--- src/hist_consts.svh ---
// sizes are fixed at build time; bins and burst length must stay powers of two
`ifndef HIST_CONSTS_SVH
`define HIST_CONSTS_SVH

// pixel and color fields of the bin address
`define HIST_PIX_BITS   8
`define HIST_COLOR_BITS 2
`define HIST_ADDR_BITS  (`HIST_PIX_BITS + `HIST_COLOR_BITS)

`define HIST_BINS       (1 << `HIST_ADDR_BITS)  // all colors together
`define HIST_BURST_LEN  (1 << `HIST_PIX_BITS)   // one color per burst

`define HIST_COUNT_BITS 32  // no saturation, wraps after 2^32 hits
`define HIST_COORD_BITS 16  // window coordinates and sizes minus one

`endif
--- src/hist_pkg.sv ---
// plain packed vectors only, all widths come from hist_consts.svh
`include "hist_consts.svh"

package hist_pkg;

    typedef logic [`HIST_PIX_BITS-1:0]   pix_t;       // one sensor pixel
    typedef logic [`HIST_COLOR_BITS-1:0] color_t;     // {line parity, pixel parity}

    // color in the upper bits, so each color owns one contiguous burst
    typedef logic [`HIST_ADDR_BITS-1:0]  bin_addr_t;  // {color, pixel}

    typedef logic [`HIST_COUNT_BITS-1:0] count_t;     // one bin
    typedef logic [`HIST_COORD_BITS-1:0] coord_t;     // coordinate or size minus one

endpackage

--- src/hist_frame_ctrl.sv ---
// needs >= 4 idle cycles between lines and >= 2 cycles from sof_i to first line
module hist_frame_ctrl import hist_pkg::*; (
    input  logic   pclk,
    input  logic   hist_rst_pclk,
    input  logic   hist_en_i,
    input  logic   sof_i,
    input  logic   hact_i,
    input  logic   set_window_i,
    input  coord_t top_i,
    input  coord_t height_m1_i,
    input  logic   hist_xfer_done_i,
    output logic   en_o,
    output logic   vert_woi_o,
    output logic   wait_readout_o,
    output logic   hist_done_o
);
    coord_t top;
    coord_t height_m1;
    coord_t vcntr;        // lines left in margin, then in window
    logic   hact_d;
    logic   line_end;
    logic   vcntr_zero;
    logic   top_margin;
    logic   frame_start;

    assign line_end    = hact_d && !hact_i;  // falling edge of hact
    assign vcntr_zero  = (vcntr == '0);
    // frames starting while a readout is pending are skipped entirely
    assign frame_start = sof_i && hist_en_i && !wait_readout_o && !hist_done_o;

    always_ff @(posedge pclk) begin
        if (set_window_i) begin
            top       <= top_i;
            height_m1 <= height_m1_i;
        end
    end

    always_ff @(posedge pclk) begin
        if (hist_rst_pclk) begin
            hact_d         <= 1'b0;
            vcntr          <= '0;
            top_margin     <= 1'b0;
            vert_woi_o     <= 1'b0;
            hist_done_o    <= 1'b0;
            wait_readout_o <= 1'b0;
            en_o           <= 1'b0;
        end else begin
            hact_d      <= hact_i;
            hist_done_o <= vert_woi_o && vcntr_zero && line_end;  // last window line ended

            if (frame_start) begin
                top_margin <= 1'b1;
                vert_woi_o <= 1'b0;
                vcntr      <= top;
            end else if (top_margin && vcntr_zero) begin
                top_margin <= 1'b0;  // next line is the first window line
                vert_woi_o <= 1'b1;
                vcntr      <= height_m1;
            end else if (line_end && (top_margin || vert_woi_o)) begin
                if (vert_woi_o && vcntr_zero) begin
                    vert_woi_o <= 1'b0;
                end else begin
                    vcntr <= vcntr - 1'b1;
                end
            end

            if (hist_done_o) begin
                wait_readout_o <= 1'b1;
            end else if (hist_xfer_done_i) begin
                wait_readout_o <= 1'b0;
            end

            // graceful disable, held through margin, window and readout
            if (sof_i && hist_en_i) begin
                en_o <= 1'b1;
            end else if (!hist_en_i && !top_margin && !vert_woi_o && !hist_done_o &&
                         !wait_readout_o) begin
                en_o <= 1'b0;
            end
        end
    end

    // a second window must not end before the previous histogram is read out
    assert property (@(posedge pclk) disable iff (hist_rst_pclk)
                     hist_done_o |-> !wait_readout_o)
        else $error("hist_done while readout still pending");

endmodule

--- config.mk ---
export PLATFORM = sky130hd
export DESIGN_NAME = hist_frame_ctrl
export DESIGN_NICKNAME = d
export VERILOG_FILES = /design/src/hist_pkg.sv /design/src/hist_frame_ctrl.sv
export VERILOG_INCLUDE_DIRS = /design/src /design/src/src
export SDC_FILE = /design/constraint.sdc
export NUM_CORES = 1
export LEC_CHECK = 0
export BUFFER_PORTS_ARGS = -buffer_cell sky130_fd_sc_hd__buf_2
export CELL_PAD_IN_SITES_DETAIL_PLACEMENT = 2
export CELL_PAD_IN_SITES_GLOBAL_PLACEMENT = 2
export CORE_ASPECT_RATIO = 1.1
export CORE_UTILIZATION = 35
export CTS_CLUSTER_SIZE = 20
export DETAILED_ROUTE_END_ITERATION = 8
export PLACE_DENSITY_LB_ADDON = 0.25
export RECOVER_POWER = 25
export SLEW_MARGIN = 20
export SYNTH_ARGS = -nofsm -noshare
export SYNTH_HDL_FRONTEND = slang
export SYNTH_SLANG_ARGS = --single-unit
--- constraint.sdc ---
create_clock -name pclk -period 2.15 [get_ports pclk]
set_input_delay 0.215 -clock pclk [delete_from_list [all_inputs] [get_ports pclk]]
set_output_delay 0.215 -clock pclk [all_outputs]
set_load 0.02 [all_outputs]
Yosys cells after proc, flatten, opt, wreduce, memory -nomap -nowiden
Cells that the tools add are included.
Storage, ports and cells
  flip-flop bits (word level): 54
  output and inout bits: 4
  word-level logic and storage cells: 53
Cells by class
  add/subtract/negate cells: 1
  equal/unequal tests: 1
  muxes and demuxes: 13
  reduce and logical (&&, ||, !) cells: 29
Operators with widths (count)
  16-bit two-way mux: 4
  16-bit logical NOT: 1
  16-bit by 1-bit subtractor with 16-bit output, second input constant: 1
  1-bit logical AND: 12
  2-bit nonzero test: 5
  1-bit two-way mux: 9
  1-bit logical NOT: 6
  2-bit AND reduction: 2
  3-bit by 2-bit != test with 1-bit output, second input constant: 1
  3-bit nonzero test: 1
  2-bit OR reduction: 1
  1-bit logical OR: 1

Longest topological paths before layout
Gate-level depths: netlist of the first run.
  depth after elaboration: 7
  gate-level depth with buffers: 9
  mapped depth without buffers: 8

Worst setup path before layout of the first run
No wires, ideal clock.
  kind: flip-flop to flip-flop
  start point: register vcntr[0]
  end point: register vcntr[0]
  arrival time: 1.764 ns
  required time: 2.012 ns
  setup slack: 0.248 ns
  stages on the path, launching flop included: 9
  buffers on the path: 0
  clock period less this slack: 1.902 ns
  cells stage by stage: dfxtp_1 > inv_1 > ha_1 > nor3b_1 > and4_4 > and2_1 > o21a_1 > a2111oi_0 > a2111oi_1
Between the ends
  longest elaborated chain between the ends: 5
  elaborated cells on any way between the ends: 11
  classes of those cells: 1 x add/sub; 1 x eq/ne; 4 x mux; 5 x reduce/logical
RTL lines
  start, declared: line hist_frame_ctrl.sv:19  | coord_t vcntr;
  start signal, assigned: line hist_frame_ctrl.sv:54  | vcntr <= top;
  start signal, assigned: line hist_frame_ctrl.sv:58  | vcntr <= height_m1;
  start signal, assigned: line hist_frame_ctrl.sv:63  | vcntr <= vcntr - 1'b1;
  16-bit by 1-bit subtractor with 16-bit output: line hist_frame_ctrl.sv:63
  16-bit two-way mux: line hist_frame_ctrl.sv:60  | if (vert_woi_o && vcntr_zero) begin
  16-bit two-way mux: line hist_frame_ctrl.sv:59  | end else if (line_end && (top_margin || vert_woi_o)) begin
  16-bit two-way mux: line hist_frame_ctrl.sv:55  | end else if (top_margin && vcntr_zero) begin
  16-bit two-way mux: line hist_frame_ctrl.sv:51  | if (frame_start) begin
Parallel ways exist; a longest one is shown, timed or not. The select of a mux whose other input is x is not followed.
A chain may end at the register's enable or synchronous reset.

Worst setup path in the final report of the first run
  start point: register vcntr[4]
  end point: register vcntr[8]
The elaborated chain is that of the path after synthesis.

==> impl_metrics.env, run 1 <==
export IMPL_status="completed"
export IMPL_clkTransAtPathRegs_ps=100
export IMPL_first_pass_iters=4
export IMPL_coreArea_sq_mm=0.00663
export IMPL_wl_per_cell_microns=19.7
export IMPL_nets=300
export IMPL_initial_core_util_pct=36.3
export IMPL_setup_violations_final=0
export IMPL_report_final_slew_viol_count=0
export IMPL_p_leak_nw=1.16
export IMPL_cap_violations=0
export IMPL_drc_errors=0
export IMPL_grt_max_degree=33
export IMPL_clock_sinks=54
export IMPL_synthCells=204
export IMPL_grtUsageTotal_pct=20.9
export IMPL_hpwl_mm=4.73
export IMPL_syn_mean_instance_area_sq_um=11.8
export IMPL_final_cells=343
export IMPL_htree_levels=2
export IMPL_ys_warn_count=0
export IMPL_slowest_delay_ps=400
export IMPL_n_antenna_cell=0
export IMPL_dieArea_sq_mm=0.00722
export IMPL_crit_slowest_cell="dfxtp_1"
export IMPL_hold_ws_ps=69.0
export IMPL_cp_end_kind="register"
export IMPL_synth_seq_cells=54
export IMPL_fill_cells=708
export IMPL_vias=1854
export IMPL_hold_violations=0
export IMPL_synth_seq_area_share_pct=58.2
export IMPL_hold_depth=1
export IMPL_p_sw_w=0.000676
export IMPL_cts_inserted_buffers=5
export IMPL_yosys_top_cells_area="edfxtp_1, dfxtp_1, nor2_1"
export IMPL_clk_path_buf_depth=2
export IMPL_grt_ovfl_total=0
export IMPL_syn_cell_area_sq_mm=0.00241
export IMPL_wl_mm=6.77
export IMPL_slew_headroom_pct=50.9
export IMPL_die_y_microns=89.0
export IMPL_finalCoreUtilization_pct=44.7
export IMPL_period_share_pct=94.2
export IMPL_switching_share_pct=26.5
export IMPL_synthArstFlopShare_pct=0
export IMPL_rsz0062_at_grt="no"
export IMPL_fp_row_count=31
export IMPL_netlist_area_leader_share_pct=39.9
export IMPL_internal_power_w=0.00187
export IMPL_comb_power_share_pct=19.4
export IMPL_multi_input_area_sq_um=981
export IMPL_vdd_ir_drop_max_mv=0.365
export IMPL_yosys_area_top_type="edfxtp_1"
export IMPL_gp_congestion=0.778
export IMPL_cts_tree="built"
export IMPL_cp_start_kind="register"
export IMPL_tightestPinTransition_ps=737
export IMPL_skew_ps=5.89
export IMPL_p_clk_share_pct=31.6
export IMPL_clk_insertion_delay_late_ps=310
export IMPL_worst_hold_path_type="in -> reg"
export IMPL_ff2ff_path_depth=7
export IMPL_worstPathRequired_ps=2380
export IMPL_finalCriticalPeriod_ps=2020
export IMPL_antenna_found_initial=0
export IMPL_fin_setup_tns_ps=0
export IMPL_hold_path_startpoint="top_i[9]"
export IMPL_regToRegSetupSlack_ps=130
export IMPL_io_pins=43
export IMPL_die_w_microns=81.1
export IMPL_synth_edf_count=32
export IMPL_root_buffer="clkbuf_8"
export IMPL_areaGrowthSynthToFinish_pct=23.0
export IMPL_hold_path_endpoint="top[9]"
export IMPL_drive_gt1_share_pct=32.2
export IMPL_sequentialPowerShare_pct=49.1
export IMPL_crit_type="reg -> reg"
export IMPL_synth_fp_nets=244
export IMPL_timing_rr_end="vcntr[8]"
export IMPL_grt_pass1_vias=2037
export IMPL_powerDensity_mw_per_mm2=860
export IMPL_routed_via_density=5.41
export IMPL_drt_iter0_drc=38
export IMPL_r2r_start="vcntr[4]"
export IMPL_synth_cell_types=45
export IMPL_path_max_fanout=5
export IMPL_final_seq_area_sq_mm=0.00140
export IMPL_grt_pass1_wl_mm=10.9
export IMPL_io_buffers=42
export IMPL_crit_path_cell_trace="nor4_4 > buf_4 > nand2_1 > or3_1 > xnor2_1 > o211ai_1 > a311oi_1"
export IMPL_dp_cells=335
export IMPL_arrival_ps=2250
export IMPL_fmax_mhz=494
export IMPL_ant_nets=0
export IMPL_synth_main_ff_cell="edfxtp_1"
==> synth_stat cells (all sizes together) (2+ instances only) <==
library cell  number
nor2b              2
edfxtp            32
buf                4
o211a              2
and4               2
a21oi              3
clkbuf             5
dfxtp             22
nor2              25
inv                3
o211ai             9
nor3              13
nand3              3
xnor2             10
nor3b              2
nand2b             2
nor4               5
or3                3
xor2               4
mux2i              2
nand2             23
o21a               2
a311oi            11
a2111oi            2
==> per-layer routing <==
metal | part of all wire (%) | vias to the layer above | GRT usage (%)
met4 | 2.2 | 0 | 7.79
met3 | 3.0 | 15 | 3.98
li1 | - | 875 | -
met1 | 43 | 925 | 25.4
met2 | 52 | 39 | 36.6
met5 | 0 | - | 0
==> power groups by stage <==
| stage | logic, W | clock network (W) | registers [W] |
|---|---|---|---|
| final | 0.000493 | 0.000804 | 0.00125 |
| after global routing | 0.000543 | 0.000854 | 0.00126 |
| after CTS | 0.000496 | 0.000834 | 0.00125 |
| after detailed placement | 0.000479 | 0 | 0.00127 |
| after global placement | 0.000453 | 0 | 0.00126 |
| after floorplan | 0.000291 | 0 | 0.00126 |
==> through the flow <==
| step | setup WS (ps) | instance area, sq um | power, W |
|---|---|---|---|
| 5_1_grt | 9.80 | 2960 | 0.00266 |
| 4_1_cts | 51.6 | 2950 | 0.00258 |
| 3_3_place_gp | 175 | 2810 | 0.00172 |
| 6_report | 126 | 2960 | 0.00255 |
| 2_1_floorplan | 248 | 2410 | 0.00155 |
| 3_5_place_dp | 63.9 | 2810 | 0.00175 |
==> layout make-up <==
cell class,count,share of cell area [%]
inverters,3,0.380
multi-input cells,138,33.1
well taps,82,3.46
flip-flops and latches,54,47.4
clock inverters,3,2.15
repair buffers,58,11.2
clock buffers,5,2.32
==> worst max path at each step <==
stage | startpoint | cells after the start | to | slack, ps
final | vcntr[4] | 7 | vcntr[8] | 130
after global routing | vcntr[1] | 7 | vcntr[3] | 10
after CTS | vcntr[0] | 8 | vcntr[6] | 50
after detailed placement | vcntr[0] | 8 | vcntr[6] | 60
after global placement | vcntr[0] | 7 | vcntr[6] | 170
after floorplan | vcntr[0] | 8 | vcntr[0] | 250
==> state kept, by name, indices dropped and copies added, names as in the netlist <==
| register | cells |
|---|---|
| top | 16 |
| height_m1 | 16 |
| vcntr | 16 |
| en_o | 1 |
| wait_readout_o | 1 |
| vert_woi_o | 1 |
| hact_d | 1 |
| hist_done_o | 1 |
| top_margin | 1 |
==> worst max-delay path, delay by kind of cell, from the launching register on <==
| kind | cells | cell delay [ps] |
|---|---|---|
| compound gates | 2 | 400 |
| xor+xnor | 1 | 150 |
| buf+inv | 1 | 200 |
| flops | 1 | 400 |
| simple gates | 3 | 790 |
==> what timing repair did <==
item,CTS,global route
resized for setup,1,5
setup buffers,0,0
hold buffers,0,0
pin swaps,0,1
endpoints found under the setup margin,2,7
==> cell usage in the layout (no fill, tap or decap), drive strengths merged, types with 2 or more instances in the layout <==
cell type and instances:
and4 2, inv 3, buf 58, dfxtp 22
mux2i 2, xnor2 10, nand2 23, a311oi 11
nor2 25, edfxtp 32, a21oi 3, a2111oi 2
xor2 4, nand2b 2, bufinv 2, nor4 5
nor3 13, o21a 2, or3 3, o211ai 9
nor3b 2, nand3 3, nor2b 2, clkbuf 5
o211a 2
==> cells by family (layout without fill, tap and decap cells) <==
group | after synthesis | in the layout | share of synthesized area, %
buffers and inverters | 12 | 69 | 2.18
multiplexers | 2 | 2 | 0.831
flip-flops | 54 | 54 | 58.2
AND/OR/NAND/NOR | 85 | 85 | 20.1
AO/OA/AOI/OAI | 36 | 36 | 13.1
adder cells (fa/ha/maj) | 1 | 1 | 0.519
XOR/XNOR | 14 | 14 | 5.09
No activity file was read; power rests on OpenSTA's default activity.
==> run 2, diff against run 1 <==
--- a/config.mk
+++ b/config.mk
@@ -7,8 +7,8 @@
 export NUM_CORES = 1
 export LEC_CHECK = 0
 export BUFFER_PORTS_ARGS = -buffer_cell sky130_fd_sc_hd__buf_2
-export CELL_PAD_IN_SITES_DETAIL_PLACEMENT = 2
-export CELL_PAD_IN_SITES_GLOBAL_PLACEMENT = 2
+export CELL_PAD_IN_SITES_DETAIL_PLACEMENT = 1
+export CELL_PAD_IN_SITES_GLOBAL_PLACEMENT = 1
 export CORE_ASPECT_RATIO = 1.1
 export CORE_UTILIZATION = 35
 export CTS_CLUSTER_SIZE = 20
==> run 2 against run 1 <==
Net effect: maximum frequency down 1.9%; critical endpoint is now vcntr[0]; sequential share of layout area decreased by 0.45 points; utilization up 0.47 points; worst setup slack got worse by 39 ps; cell area rose by 1.1%; non-clock buffer count unchanged; flip-flop and latch count did not move; largest power group unchanged; clock-buffer cell count rose by 1; via count fell by 1.0%; global-route usage down 5.3 points; first-iteration DRC count increased by 58%.
==> impl_metrics.env, run 2 (synthesis results as in run 1) <==
export IMPL_worst_slack_ps=86.6
export IMPL_first_pass_iters=4
export IMPL_grt_max_degree=33
export IMPL_worstPathRequired_ps=2340
export IMPL_r2r_start="vcntr[0]"
export IMPL_mostFrequentLayoutCells="buf_2, edfxtp_1, nor2_1"
export IMPL_routed_via_density=5.30
export IMPL_hold_path_startpoint="height_m1_i[3]"
export IMPL_place_worst_setup_slack_ps=96.0
export IMPL_drive_gt1_share_pct=33.3
export IMPL_drt_iter0_drc=60
export IMPL_hpwl_mm=3.66
export IMPL_worst_hold_path_type="in -> reg"
export IMPL_cp_start_kind="register"
export IMPL_wl_per_cell_microns=16.2
export IMPL_finalCriticalPeriod_ps=2060
export IMPL_drc_errors=0
export IMPL_crit_start="vcntr[0]"
export IMPL_cap_violations=0
export IMPL_die_y_microns=89.0
export IMPL_reg_top3="height_m1 x16, top x16, vcntr x16"
export IMPL_period_share_pct=96.0
export IMPL_hold_violations=0
export IMPL_crit_type="reg -> reg"
export IMPL_htree_levels=2
export IMPL_initial_core_util_pct=36.3
export IMPL_nets=303
export IMPL_grtUsageTotal_pct=15.6
export IMPL_areaGrowthSynthToFinish_pct=24.3
export IMPL_clkTransAtPathRegs_ps=100
export IMPL_tightestPinTransition_ps=742
export IMPL_cts_inserted_buffers=5
export IMPL_grt_pass1_wl_mm=8.37
export IMPL_setup_violations_final=0
export IMPL_io_buffers=42
export IMPL_dieArea_sq_mm=0.00722
export IMPL_fill_cells=743
export IMPL_root_buffer="clkbuf_8"
export IMPL_clk_insertion_delay_late_ps=310
export IMPL_vdd_ir_drop_max_mv=0.334
export IMPL_status="completed"
export IMPL_powerDensity_mw_per_mm2=805
export IMPL_ant_nets=0
export IMPL_antenna_found_initial=0
export IMPL_postCtsHoldBufs=0
export IMPL_clock_sinks=54
export IMPL_die_w_microns=81.1
export IMPL_cts_tree="built"
export IMPL_coreArea_sq_mm=0.00663
export IMPL_fmax_mhz=485
export IMPL_p_leak_nw=1.17
export IMPL_clk_path_buf_depth=2
export IMPL_arrival_ps=2260
export IMPL_fp_row_count=31
export IMPL_cp_end_kind="register"
export IMPL_vias=1835
export IMPL_final_common_cell="buf_2"
export IMPL_skew_ps=4.17
export IMPL_grt_ovfl_total=0
export IMPL_gp_congestion=0.765
export IMPL_io_pins=43
export IMPL_report_final_slew_viol_count=0
export IMPL_hold_ws_ps=71.4
export IMPL_path_max_fanout=6
export IMPL_n_antenna_cell=0
export IMPL_grt_pass1_vias=1786
export IMPL_wl_mm=5.61
export IMPL_slew_headroom_pct=50.5
[run 2: final cells by class]
class | instances | area [sq um] | area share (%)
multi-input cells | 141 | 1020 | 34.1
clock buffers | 6 | 72.6 | 2.42
repair buffers | 58 | 343 | 11.5
inverters | 3 | 11.3 | 0.376
clock inverters | 2 | 37.5 | 1.25
flip-flops and latches | 54 | 1410 | 46.9
well taps | 82 | 103 | 3.43
[run 2: final timing paths]
path	cells after the start	end	slack, ps
min	1	height_m1[3]	70
min reg2reg	2	en_o	470
max reg2reg	7	vcntr[0]	90
max	7	vcntr[0]	90
[run 2: repair_timing]
item,in CTS,in global routing
setup buffers,0,2
setup endpoints to repair,0,16
gates resized for setup,0,8
[run 2: metal layers]
metal  routed length [microns]  vias to the layer above  GRT usage (%)  part of all wire [%]
met5                         0                        -              0                     0
met4                        89                        0           6.17                   1.6
met3                       187                        9           3.47                   3.3
met2                      2750                       34           26.1                    49
met1                      2590                      903           19.4                    46
li1                          -                      889              -                     -
[run 2: report_power, final]
group / leakage [nW] / switching [W] / internal, W / total (W)
Clock: 0.0514 / 0.000337 / 0.000348 / 0.000685
Sequential: 0.495 / 0.0000646 / 0.00118 / 0.00125
Combinational: 0.619 / 0.000245 / 0.000232 / 0.000477
Total: 1.17 / 0.000647 / 0.00176 / 0.00241
[run 2: through the flow]
stage	setup TNS (ps)	instance area, sq um	utilization [%]	cells	power (W)
6_report	0	2990	45.1	346	0.00241
5_1_grt	-2.91	2990	45.1	346	0.00253
4_1_cts	0	2910	43.9	341	0.00240
3_5_place_dp	0	2800	42.3	333	0.00171
3_3_place_gp	0	2800	42.3	333	0.00170
2_1_floorplan	0	2410	-	204	0.00155
[run 2: worst max-delay path: stages (launching register included)]
cell and delay (ps):
dfxtp_2 390, inv_1 80, ha_1 240, nor3b_2 170, and4_4 230, o221ai_4 340, a311oi_1 100, a2111oi_1 390
==> run 3, diff against run 2 <==
--- a/config.mk
+++ b/config.mk
@@ -15,6 +15,7 @@
 export DETAILED_ROUTE_END_ITERATION = 8
 export PLACE_DENSITY_LB_ADDON = 0.25
 export RECOVER_POWER = 25
+export SETUP_SLACK_MARGIN = 0.4
 export SLEW_MARGIN = 20
 export SYNTH_ARGS = -nofsm -noshare
 export SYNTH_HDL_FRONTEND = slang
==> run 3 against run 2 <==
Net effect: maximum frequency up 4.0%; routed wire length is 8.6% higher; clock power is 15% lower; first-iteration DRC count increased by 18%; global-route usage is 2.7 points higher; critical path type unchanged; critical endpoint is now vcntr[1].
==> impl_metrics.env, run 3 (synthesis results as in run 1) <==
export IMPL_status="completed"
export IMPL_die_y_microns=89.0
export IMPL_vias=1885
export IMPL_fp_row_count=31
export IMPL_grtUsageTotal_pct=18.3
export IMPL_postCtsHoldBufs=0
export IMPL_antenna_found_initial=0
export IMPL_place_area_sq_mm=0.00278
export IMPL_multi_input_area_sq_mm=0.00119
export IMPL_die_w_microns=81.1
export IMPL_finalCriticalPeriod_ps=1980
export IMPL_grt_ovfl_total=0
export IMPL_dieArea_sq_mm=0.00722
export IMPL_worst_hold_path_type="in -> reg"
export IMPL_grt_max_degree=33
export IMPL_routed_via_density=5.24
export IMPL_slew_headroom_pct=52.4
export IMPL_worstPathRequired_ps=2360
export IMPL_grt_pass1_wl_mm=9.75
export IMPL_reg_top3="height_m1 x16, top x16, vcntr x16"
export IMPL_drc_errors=0
export IMPL_worst_slack_ps=165
export IMPL_n_antenna_cell=0
export IMPL_hold_path_startpoint="top_i[7]"
export IMPL_io_buffers=42
export IMPL_r2r_start="vcntr[4]"
export IMPL_fill_cells=709
export IMPL_cts_tree="built"
export IMPL_root_buffer="clkbuf_8"
export IMPL_grt_pass1_vias=2002
export IMPL_final_cell_area_sq_mm=0.00331
export IMPL_cts_inserted_buffers=5
export IMPL_skew_ps=7.27
export IMPL_clk_insertion_delay_late_ps=300
export IMPL_period_share_pct=92.3
export IMPL_mostFrequentLayoutCells="buf_2, edfxtp_1, nand2_1"
export IMPL_io_pins=43
export IMPL_cp_end_kind="register"
export IMPL_initial_core_util_pct=36.3
export IMPL_crit_start="vcntr[4]"
export IMPL_coreArea_sq_mm=0.00663
export IMPL_clkTransAtPathRegs_ps=100
export IMPL_tightestPinTransition_ps=714
export IMPL_hold_violations=0
export IMPL_rsz0062_at_grt="yes"
export IMPL_finalCoreUtilization_pct=50.0
export IMPL_final_seq_area_sq_mm=0.00142
export IMPL_clock_sinks=54
export IMPL_hold_depth=1
export IMPL_cap_violations=0
export IMPL_gp_congestion=0.768
export IMPL_fin_setup_tns_ps=0
export IMPL_nets=317
export IMPL_clk_path_buf_depth=2
export IMPL_p_leak_nw=1.29
export IMPL_ant_nets=0
export IMPL_place_worst_setup_slack_ps=79.1
export IMPL_setup_violations_final=0
export IMPL_first_pass_iters=4
export IMPL_areaGrowthSynthToFinish_pct=37.6
export IMPL_vdd_ir_drop_max_mv=0.380
export IMPL_wl_per_cell_microns=16.9
export IMPL_drt_iter0_drc=71
export IMPL_ff2ff_path_depth=9
export IMPL_fmax_mhz=504
export IMPL_wl_mm=6.10
export IMPL_arrival_ps=2190
export IMPL_final_common_cell="buf_2"
export IMPL_crit_type="reg -> reg"
export IMPL_report_final_slew_viol_count=0
export IMPL_drive_gt1_share_pct=47.8
export IMPL_htree_levels=2
export IMPL_path_max_fanout=5
export IMPL_cp_start_kind="register"
export IMPL_powerDensity_mw_per_mm2=744
export IMPL_hpwl_mm=3.65
==> run 3: changes by cell type in the layout (fill, tap and decap cells not counted), moves of 3 or more <==
cell	change
a311oi_1	-3
a311oi_2	+3
buf_4	+5
buf_6	+7
dfxtp_1	-4
dfxtp_4	+3
nor2_1	-9
nor2_2	+8
nor3_1	-4
nor3_2	+3
==> run 3: per-layer routing <==
layer | global-route usage [%] | share of wire (%) | wire length [microns]
met1 | 21.0 | 42 | 2570
met2 | 33.2 | 53 | 3200
met3 | 3.27 | 2.7 | 166
met4 | 7.79 | 2.5 | 153
met5 | 0 | 0 | 0
==> run 3: where the power goes <==
group | internal [W] | switching, W
clock | 0.000259 | 0.000323
combinational | 0.000316 | 0.000309
sequential | 0.00118 | 0.0000753
total | 0.00176 | 0.000707
==> run 3: worst paths after layout <==
kind / to / slack (ps)
setup / recovery: vcntr[1] / 170
hold / removal: top[7] / 80
setup reg to reg: vcntr[1] / 170
hold reg to reg: en_o / 490
==> run 3: layout make-up <==
| type | instances | area share (%) |
|---|---|---|
| Sequential cell | 54 | 42.8 |
| Multi-Input combinational cell | 141 | 36.0 |
| Timing Repair Buffer | 72 | 14.9 |
| Tap cell | 82 | 3.10 |
| Clock buffer | 6 | 2.49 |
| Clock inverter | 2 | 0.378 |
| Inverter | 3 | 0.340 |
==> run 3: critical path, cell delays in order, from the launching register on <==
cell and delay [ps]:
dfxtp_4 380, nor4_4 340, buf_4 170, and4_4 250
o221ai_4 120, buf_12 190, nand2_8 100, buf_12 120
nor2_2 30, a311oi_1 190
==> run 3: what timing repair did <==
action                                  in CTS  in global routing
cloned                                       3                  0
endpoints found under the setup margin      16                 16
buffers inserted                            19                  4
gates resized for setup                     25                 22
pin swaps                                   23                 16
endpoints found under the hold margin        0                  0
==> run 3: stage by stage <==
step,hold WS [ps],total power (W),std cells
CTS,67.8,0.00241,356
detailed placement,393,0.00170,326
finish,78.4,0.00247,360
floorplan,314,0.00157,204
global placement,392,0.00169,326
global route,57.1,0.00259,360
